$ cat src/comp_volt_pkg.sv
// ==============================
// Comparator voltage-code package
// Unsigned voltage codes, 1 LSB = 20 mV / 256
// Supply, common mode, rails and preamp constants
// ==============================

package comp_volt_pkg;

    // ==============================
    // Code types
    // ==============================

    typedef logic [15:0] volt_t;         // Single-ended level code
    typedef logic signed [17:0] vdiff_t; // Signed differential value

    // ==============================
    // Analog scaling
    // ==============================

    // 2.8 V analog supply
    localparam volt_t VDDA_CODE = 16'd35840;

    // Mid-supply, also the latch reset level
    localparam volt_t VCM_CODE = VDDA_CODE / 2;

    // Preamp output swing limits, 0.2 V inside each rail
    localparam volt_t RAIL_LO_CODE = 16'd2560;
    localparam volt_t RAIL_HI_CODE = 2 * VCM_CODE - RAIL_LO_CODE;

    // ==============================
    // Preamp model
    // ==============================

    // Input-referred offset, roughly 0.8 mV
    localparam volt_t PREAMP_OFFSET_CODE = 16'd10;

    // Gain of 32 as a left shift
    localparam int PREAMP_GAIN_SHIFT = 5;

endpackage : comp_volt_pkg

$ cat src/comp_latch_pkg.sv
// ==============================
// Comparator latch package
// Calibration code types, trim scaling and
// regenerative latch decision constants
// ==============================

package comp_latch_pkg;

    // ==============================
    // Calibration codes
    // ==============================

    typedef logic [7:0] cal_code_t;  // Offset trim code
    typedef logic [3:0] hyst_code_t; // Hysteresis code

    // Offset code for zero trim
    localparam cal_code_t CAL_MID_CODE = 8'd128;

    // One hysteresis step in voltage LSBs
    localparam int HYST_STEP_CODE = 8;

    // ==============================
    // Regeneration
    // ==============================

    typedef logic signed [19:0] regen_t; // Integrator state

    // Step size as right shift of latch input
    localparam int REGEN_SHIFT = 4;

    // Decision level, either polarity
    localparam regen_t REGEN_THRESHOLD = 20'sd2048;

    // Integrator saturation, symmetric
    localparam regen_t REGEN_MAX = 20'sd262143;
    localparam regen_t REGEN_MIN = -REGEN_MAX;

endpackage : comp_latch_pkg

$ cat src/comp_phase_ctrl.sv
// ==============================
// Comparator phase control
// Two-stage latch/reset phase pipeline
// and the registered ready flag
// ==============================

module comp_phase_ctrl (
    input  logic clk_i,
    input  logic reset_n_i,
    input  logic enable_i,
    input  logic latch_enable_i,
    input  logic reset_latch_i,
    output logic latch_phase_d_o,  // Latch phase, 2 cycles after request
    output logic reset_phase_d_o,  // Reset phase, 2 cycles after request
    output logic ready_o
);

    logic latch_phase; // First stage
    logic reset_phase;

    // Decode requests, mutually exclusive
    always_ff @(posedge clk_i or negedge reset_n_i) begin
        if (!reset_n_i) begin
            latch_phase <= 1'b0;
            reset_phase <= 1'b1;  // Power up in reset phase
        end else begin
            latch_phase <= latch_enable_i && !reset_latch_i;
            reset_phase <= reset_latch_i && !latch_enable_i;
        end
    end

    // Second stage, drives the latch
    always_ff @(posedge clk_i or negedge reset_n_i) begin
        if (!reset_n_i) begin
            latch_phase_d_o <= 1'b0;
            reset_phase_d_o <= 1'b1;
            ready_o         <= 1'b0;
        end else begin
            latch_phase_d_o <= latch_phase;
            reset_phase_d_o <= reset_phase;
            ready_o         <= enable_i && !latch_phase_d_o; // Idle and enabled
        end
    end

endmodule : comp_phase_ctrl

$ cat src/comp_cal_trim.sv
// ==============================
// Comparator calibration trim
// Holds offset and hysteresis codes and
// converts them into signed trim values
// ==============================

module comp_cal_trim (
    input  logic                       clk_i,
    input  logic                       reset_n_i,
    input  logic                       cal_enable_i,  // Trims active
    input  logic                       cal_valid_i,   // Load strobe
    input  comp_latch_pkg::cal_code_t  cal_offset_i,
    input  comp_latch_pkg::hyst_code_t hysteresis_i,
    output comp_volt_pkg::vdiff_t      offset_trim_o, // LSB per code step
    output comp_volt_pkg::vdiff_t      hyst_trim_o    // HYST_STEP_CODE per step
);

    comp_latch_pkg::cal_code_t  offset_code_q;
    comp_latch_pkg::hyst_code_t hyst_code_q;

    // ==============================
    // Code registers
    // ==============================

    always_ff @(posedge clk_i or negedge reset_n_i) begin
        if (!reset_n_i) begin
            offset_code_q <= '0;
            hyst_code_q   <= '0;
        end else if (cal_valid_i) begin
            offset_code_q <= cal_offset_i;
            hyst_code_q   <= hysteresis_i;
        end
    end

    // ==============================
    // Trim conversion
    // ==============================

    // Follows live cal_enable_i, no extra register
    always_comb begin
        if (cal_enable_i) begin
            // Offset centred on mid code, -128 .. +127
            offset_trim_o = comp_volt_pkg::vdiff_t'(offset_code_q)
                          - comp_volt_pkg::vdiff_t'(comp_latch_pkg::CAL_MID_CODE);
            // Hysteresis is unsigned, 0 .. 120
            hyst_trim_o   = comp_volt_pkg::vdiff_t'(hyst_code_q)
                          * comp_volt_pkg::vdiff_t'(comp_latch_pkg::HYST_STEP_CODE);
        end else begin
            offset_trim_o = '0;
            hyst_trim_o   = '0;  // Calibration bypassed
        end
    end

endmodule : comp_cal_trim

$ cat src/comp_preamp.sv
// ==============================
// Comparator preamplifier
// Offset, gain of 32, offset trim and rail clamping
// Registered differential output
// ==============================

module comp_preamp (
    input  logic                  clk_i,
    input  logic                  reset_n_i,
    input  comp_volt_pkg::volt_t  vin_p_i,
    input  comp_volt_pkg::volt_t  vin_n_i,
    input  comp_volt_pkg::vdiff_t offset_trim_i,
    output comp_volt_pkg::vdiff_t preamp_diff_o  // Clamped p minus n
);

    // 25 bits covers full input swing times 32
    logic signed [24:0] vin_diff;
    logic signed [24:0] vin_mean;  // Input common mode
    logic signed [24:0] amp_in;
    logic signed [24:0] amp_out;
    logic signed [24:0] lvl_p;
    logic signed [24:0] lvl_n;
    logic signed [24:0] clamp_p;
    logic signed [24:0] clamp_n;

    // ==============================
    // Gain stage
    // ==============================

    always_comb begin
        vin_diff = $signed({9'b0, vin_p_i}) - $signed({9'b0, vin_n_i});
        vin_mean = ($signed({9'b0, vin_p_i}) + $signed({9'b0, vin_n_i})) >>> 1;

        // Built-in offset adds, calibration trim cancels it
        amp_in  = vin_diff + $signed({9'b0, comp_volt_pkg::PREAMP_OFFSET_CODE})
                - $signed({{7{offset_trim_i[17]}}, offset_trim_i});
        amp_out = amp_in <<< comp_volt_pkg::PREAMP_GAIN_SHIFT;

        // Split around input mean, exact since amp_out is even
        lvl_p = vin_mean + (amp_out >>> 1);
        lvl_n = vin_mean - (amp_out >>> 1);

        // Output swing limit
        if (lvl_p > $signed({9'b0, comp_volt_pkg::RAIL_HI_CODE})) begin
            clamp_p = $signed({9'b0, comp_volt_pkg::RAIL_HI_CODE});
        end else if (lvl_p < $signed({9'b0, comp_volt_pkg::RAIL_LO_CODE})) begin
            clamp_p = $signed({9'b0, comp_volt_pkg::RAIL_LO_CODE});
        end else begin
            clamp_p = lvl_p;
        end

        if (lvl_n > $signed({9'b0, comp_volt_pkg::RAIL_HI_CODE})) begin
            clamp_n = $signed({9'b0, comp_volt_pkg::RAIL_HI_CODE});
        end else if (lvl_n < $signed({9'b0, comp_volt_pkg::RAIL_LO_CODE})) begin
            clamp_n = $signed({9'b0, comp_volt_pkg::RAIL_LO_CODE});
        end else begin
            clamp_n = lvl_n;
        end
    end

    // One cycle from input sample to output
    always_ff @(posedge clk_i or negedge reset_n_i) begin
        if (!reset_n_i) begin
            preamp_diff_o <= '0;
        end else begin
            preamp_diff_o <= comp_volt_pkg::vdiff_t'(clamp_p - clamp_n); // Within rails
        end
    end

endmodule : comp_preamp

$ cat src/comp_regen_latch.sv
// ==============================
// Comparator regenerative latch
// Integrates the latch input during the latch phase
// Threshold decision, valid and metastable flags
// ==============================

module comp_regen_latch (
    input  logic                  clk_i,
    input  logic                  reset_n_i,
    input  logic                  latch_phase_d_i,
    input  logic                  reset_phase_d_i,
    input  comp_volt_pkg::vdiff_t preamp_diff_i,
    input  comp_volt_pkg::vdiff_t hyst_trim_i,
    output logic                  comp_out_o,       // Decision, held while undecided
    output logic                  comp_out_valid_o, // Integrator beyond threshold
    output logic                  metastable_o      // Latch still inside the dead band
);

    comp_latch_pkg::regen_t regen_q;    // Integrator state
    comp_latch_pkg::regen_t latch_in;   // Preamp plus hysteresis
    comp_latch_pkg::regen_t regen_step;
    comp_latch_pkg::regen_t regen_next;
    logic signed [20:0]     regen_sum;  // One extra bit for saturation

    // ==============================
    // Integration
    // ==============================

    always_comb begin
        // Hysteresis counts on both latch inputs, so twice
        latch_in   = comp_latch_pkg::regen_t'(preamp_diff_i)
                   + (comp_latch_pkg::regen_t'(hyst_trim_i) <<< 1);
        regen_step = latch_in >>> comp_latch_pkg::REGEN_SHIFT;
        regen_sum  = 21'(regen_q) + 21'(regen_step);

        if (regen_sum > comp_latch_pkg::REGEN_MAX) begin
            regen_next = comp_latch_pkg::REGEN_MAX;
        end else if (regen_sum < comp_latch_pkg::REGEN_MIN) begin
            regen_next = comp_latch_pkg::REGEN_MIN;
        end else begin
            regen_next = comp_latch_pkg::regen_t'(regen_sum);
        end
    end

    always_ff @(posedge clk_i or negedge reset_n_i) begin
        if (!reset_n_i) begin
            regen_q <= '0;
        end else if (reset_phase_d_i) begin
            regen_q <= '0;           // Back to common mode
        end else if (latch_phase_d_i) begin
            regen_q <= regen_next;
        end
    end

    // ==============================
    // Decision
    // ==============================

    // Uses integrator value before this cycle's update
    always_ff @(posedge clk_i or negedge reset_n_i) begin
        if (!reset_n_i) begin
            comp_out_o       <= 1'b0;
            comp_out_valid_o <= 1'b0;
            metastable_o     <= 1'b0;
        end else if (latch_phase_d_i) begin
            if (regen_q > comp_latch_pkg::REGEN_THRESHOLD) begin
                comp_out_o       <= 1'b1;
                comp_out_valid_o <= 1'b1;
                metastable_o     <= 1'b0;
            end else if (regen_q < -comp_latch_pkg::REGEN_THRESHOLD) begin
                comp_out_o       <= 1'b0;
                comp_out_valid_o <= 1'b1;
                metastable_o     <= 1'b0;
            end else begin
                // Undecided, keep last output
                comp_out_valid_o <= 1'b0;
                metastable_o     <= 1'b1;
            end
        end else begin
            comp_out_valid_o <= 1'b0;  // Flags only live in latch phase
            metastable_o     <= 1'b0;
        end
    end

endmodule : comp_regen_latch

$ cat src/comparator_top.sv
// ==============================
// Latched comparator top level
// Phase control, calibration trim,
// preamp and regenerative latch
// ==============================

module comparator_top (
    input  logic                       clk_i,
    input  logic                       reset_n_i,
    input  logic                       enable_i,
    input  logic                       latch_enable_i,   // Latch phase request
    input  logic                       reset_latch_i,    // Reset phase request
    input  comp_latch_pkg::hyst_code_t hysteresis_i,
    input  logic                       cal_enable_i,
    input  comp_latch_pkg::cal_code_t  cal_offset_i,
    input  logic                       cal_valid_i,
    input  comp_volt_pkg::volt_t       vin_p_i,
    input  comp_volt_pkg::volt_t       vin_n_i,
    output logic                       comp_out_o,
    output logic                       comp_out_valid_o,
    output logic                       metastable_o,
    output logic                       ready_o
);

    logic                  latch_phase_d;
    logic                  reset_phase_d;
    comp_volt_pkg::vdiff_t offset_trim;  // To preamp
    comp_volt_pkg::vdiff_t hyst_trim;    // To latch
    comp_volt_pkg::vdiff_t preamp_diff;

    comp_phase_ctrl comp_phase_ctrl_inst (
        .clk_i           (clk_i),
        .reset_n_i       (reset_n_i),
        .enable_i        (enable_i),
        .latch_enable_i  (latch_enable_i),
        .reset_latch_i   (reset_latch_i),
        .latch_phase_d_o (latch_phase_d),
        .reset_phase_d_o (reset_phase_d),
        .ready_o         (ready_o)
    );

    comp_cal_trim comp_cal_trim_inst (
        .clk_i         (clk_i),
        .reset_n_i     (reset_n_i),
        .cal_enable_i  (cal_enable_i),
        .cal_valid_i   (cal_valid_i),
        .cal_offset_i  (cal_offset_i),
        .hysteresis_i  (hysteresis_i),
        .offset_trim_o (offset_trim),
        .hyst_trim_o   (hyst_trim)
    );

    comp_preamp comp_preamp_inst (
        .clk_i         (clk_i),
        .reset_n_i     (reset_n_i),
        .vin_p_i       (vin_p_i),
        .vin_n_i       (vin_n_i),
        .offset_trim_i (offset_trim),
        .preamp_diff_o (preamp_diff)
    );

    comp_regen_latch comp_regen_latch_inst (
        .clk_i            (clk_i),
        .reset_n_i        (reset_n_i),
        .latch_phase_d_i  (latch_phase_d),
        .reset_phase_d_i  (reset_phase_d),
        .preamp_diff_i    (preamp_diff),
        .hyst_trim_i      (hyst_trim),
        .comp_out_o       (comp_out_o),
        .comp_out_valid_o (comp_out_valid_o),
        .metastable_o     (metastable_o)
    );

endmodule : comparator_top

$ cat config.mk
export PLATFORM = sky130hd
export DESIGN_NAME = comparator_top
export DESIGN_NICKNAME = d
export VERILOG_FILES = /design/src/comp_volt_pkg.sv /design/src/comp_latch_pkg.sv /design/src/comp_phase_ctrl.sv /design/src/comp_cal_trim.sv /design/src/comp_preamp.sv /design/src/comp_regen_latch.sv /design/src/comparator_top.sv
export SDC_FILE = /design/constraint.sdc
export NUM_CORES = 1
export LEC_CHECK = 0
export BUFFER_PORTS_ARGS = -buffer_cell sky130_fd_sc_hd__buf_2
export CAP_MARGIN = 5
export CORE_MARGIN = 2
export CORE_UTILIZATION = 46
export CTS_CLUSTER_SIZE = 8
export DETAILED_ROUTE_END_ITERATION = 8
export PLACE_DENSITY = 0.65
export RECOVER_POWER = 100
export SYNTH_ARGS = -nofsm -noshare
export SYNTH_HDL_FRONTEND = slang
export SYNTH_HIERARCHICAL = 1
export SYNTH_SLANG_ARGS = --single-unit
$ cat constraint.sdc
create_clock -name clk_i -period 6.6 [get_ports clk_i]
set_clock_uncertainty 0.1 [all_clocks]
set_input_delay 1.32 -clock clk_i [delete_from_list [all_inputs] [get_ports clk_i]]
set_output_delay 1.32 -clock clk_i [all_outputs]
set_load 0.05 [all_outputs]
==> metrics <==
GR Util All Layers 24.1%; htree depth 3; CP required 6710 ps; Yosys warning total 6; slowest stage cell on the critical path fa_2; Pwr per Cell Area 586 mW/mm^2; dpl ws -2280 ps; clock latency on the worst-skew pair 330 ps; Detail Placement HPWL 21200 um; RSZ-0062 raised after global routing true; setup ws final -1720 ps; Max-slew headroom -107%; Clock Tree Root clkbuf_16; largest net degree at the start of global routing 58; Starting Density 47.2%; Ports 55; overall power 7930 uW; Crit. End Element register; most frequent CP cell a21oi_2; met1 usage around a quarter; fillers 1640; final worst-path cycle share 126%; busiest grt layer met2; vias post-DR 9987; met3 GRT Util approximately 2.3%; share of cells above drive strength 1 37.1%; Area growth syn-to-layout 41.0%; number of global-route vias before repair approximately 10000; gp weighted congestion between 0.8 and 0.9; crit path max fanout 5; Peak VDD IR 0.000308 V; Leak 0.00655 uW; Worst Setup Start Kind primary input; die width between 100 and 150 um; Num CTS Buffers 9; Routed Antenna Nets 0; DRT Pass-1 Iters 5; wire per inst ~15 um; status finished, violations left; Avg Inst Size Synth 8.05 um^2; 1st-iter DRT viols between 300 and 400; Critical Path Max Stage Delay approximately 360 ps; Placed Area 0.0124 mm^2; Cell Rows 52; multi-input logic area 0.00813 mm^2; Tmin final 8320 ps; mapped cell area 0.00961 mm^2; max-cap viol count 1; violated checks max-capacitance violations, max-slew violations, negative setup slack; Crit path arrival time 8420 ps; Post-Syn Instances 1194; first-pass GRT wire length roughly 45000 um; register area 0.00143 mm^2; Remaining Overflow, GRT 0; CTS tree yes; Port-buffer cells 54; Avg Vias per Cell 5.46; Setup CP Type primary input to register; met2 GRT Util 47.4%; Finish-stage setup viols 18; final non-filler cell area 0.0135 mm^2; clk buf depth 2; core area 0.0204 mm^2; DRT Wirelength 27400 um; Num Clock Sinks 57; antenna fix cells 0; die area roughly 0.022 mm^2; fmax 120 MHz; NumNets Final about 1800; Worst-path clk slew 60 ps; Final Hold Fails 0; final-report max-slew violation count 58; initial antenna violation count 0; Worst Tran Pin Value 3110 ps; Die Y 149 um; hold-fix buffers at CTS 0; drc violations 0; Min-Delay Path Class register to register
## power breakdown
group / internal, uW / switching (uW)
combinational: 3410 / 3450
sequential: 443 / 74.8
clock: 373 / 184
total: 4230 / 3710
## final timing paths
check	endpoint	cells after the start	startpoint	slack, ps
setup / recovery	comp_preamp_inst/preamp_diff_o[16]	43	vin_p_i[0]	-1720
hold / removal	comp_phase_ctrl_inst/reset_phase_d_o	0	comp_phase_ctrl_inst/reset_phase	250
setup reg to reg	comp_preamp_inst/preamp_diff_o[16]	34	comp_cal_trim_inst/offset_code_q[1]	-440
hold reg to reg	comp_phase_ctrl_inst/reset_phase_d_o	0	comp_phase_ctrl_inst/reset_phase	250
max in group asynchronous	comp_preamp_inst/preamp_diff_o[7]	2	reset_n_i	2620
min in group asynchronous	comp_regen_latch_inst/comp_out_valid_o	2	reset_n_i	2010
## registers in the layout (all words and copies together) (netlist names), 4 cells and up
signal,cells
comp_cal_trim_inst/hyst_code_q,4
comp_cal_trim_inst/offset_code_q,8
comp_preamp_inst/preamp_diff_o,17
comp_regen_latch_inst/regen_q,20
## final cells by class
type | count | share of cell area [%]
clock inverter | 7 | 0.942
sequential | 57 | 10.5
multi-input combinational | 983 | 60.0
clock buffer | 9 | 1.66
timing repair buffer | 397 | 21.4
inverter | 105 | 2.96
tap | 270 | 2.49
## metal layers
metal,vias to the layer above,routed length (um)
met1,4656,11100
met4,0,1070
met2,231,14500
li1,5009,-
met3,91,766
met5,-,0
## through the flow
step	hold slack [ps]	cells	util (%)	setup TNS [ps]
final	251	1828	66.5	-22140
after global routing	259	1828	66.5	-34150
after CTS	251	1820	65.3	-19580
after detailed placement	247	1785	60.9	-31460
after global placement	232	1785	60.9	-29030
after floorplan	231	1207	-	-22820
## placed cells by master (no fill, tap or decap), drive strengths merged, types with 13 or more instances in the layout
master / instances
buf: 389
ha: 147
inv: 106
nor2: 87
a21oi: 79
nand2: 71
xnor2: 70
o21ai: 60
dfrtp: 55
nor3: 38
a21o: 28
a31oi: 26
xor2: 24
and2: 24
o31ai: 21
nand3: 20
nor2b: 18
and3: 18
or3: 18
clkbuf: 17
conb: 16
o21a: 15
o211ai: 15
a211oi: 15
nand2b: 14
mux2: 13
## what timing repair did
action	CTS	global route
setup endpoints to repair	17	18
pin swaps	69	74
buffers inserted	19	10
resized for setup	81	47
## critical path: cells and delay by family
family | cells | cell delay (ps)
buf+inv | 3 | 180
fa+ha+maj | 7 | 1810
xor+xnor | 3 | 440
simple gates | 8 | 1140
compound gates | 22 | 3530
(Power assumes the default switching activity.)
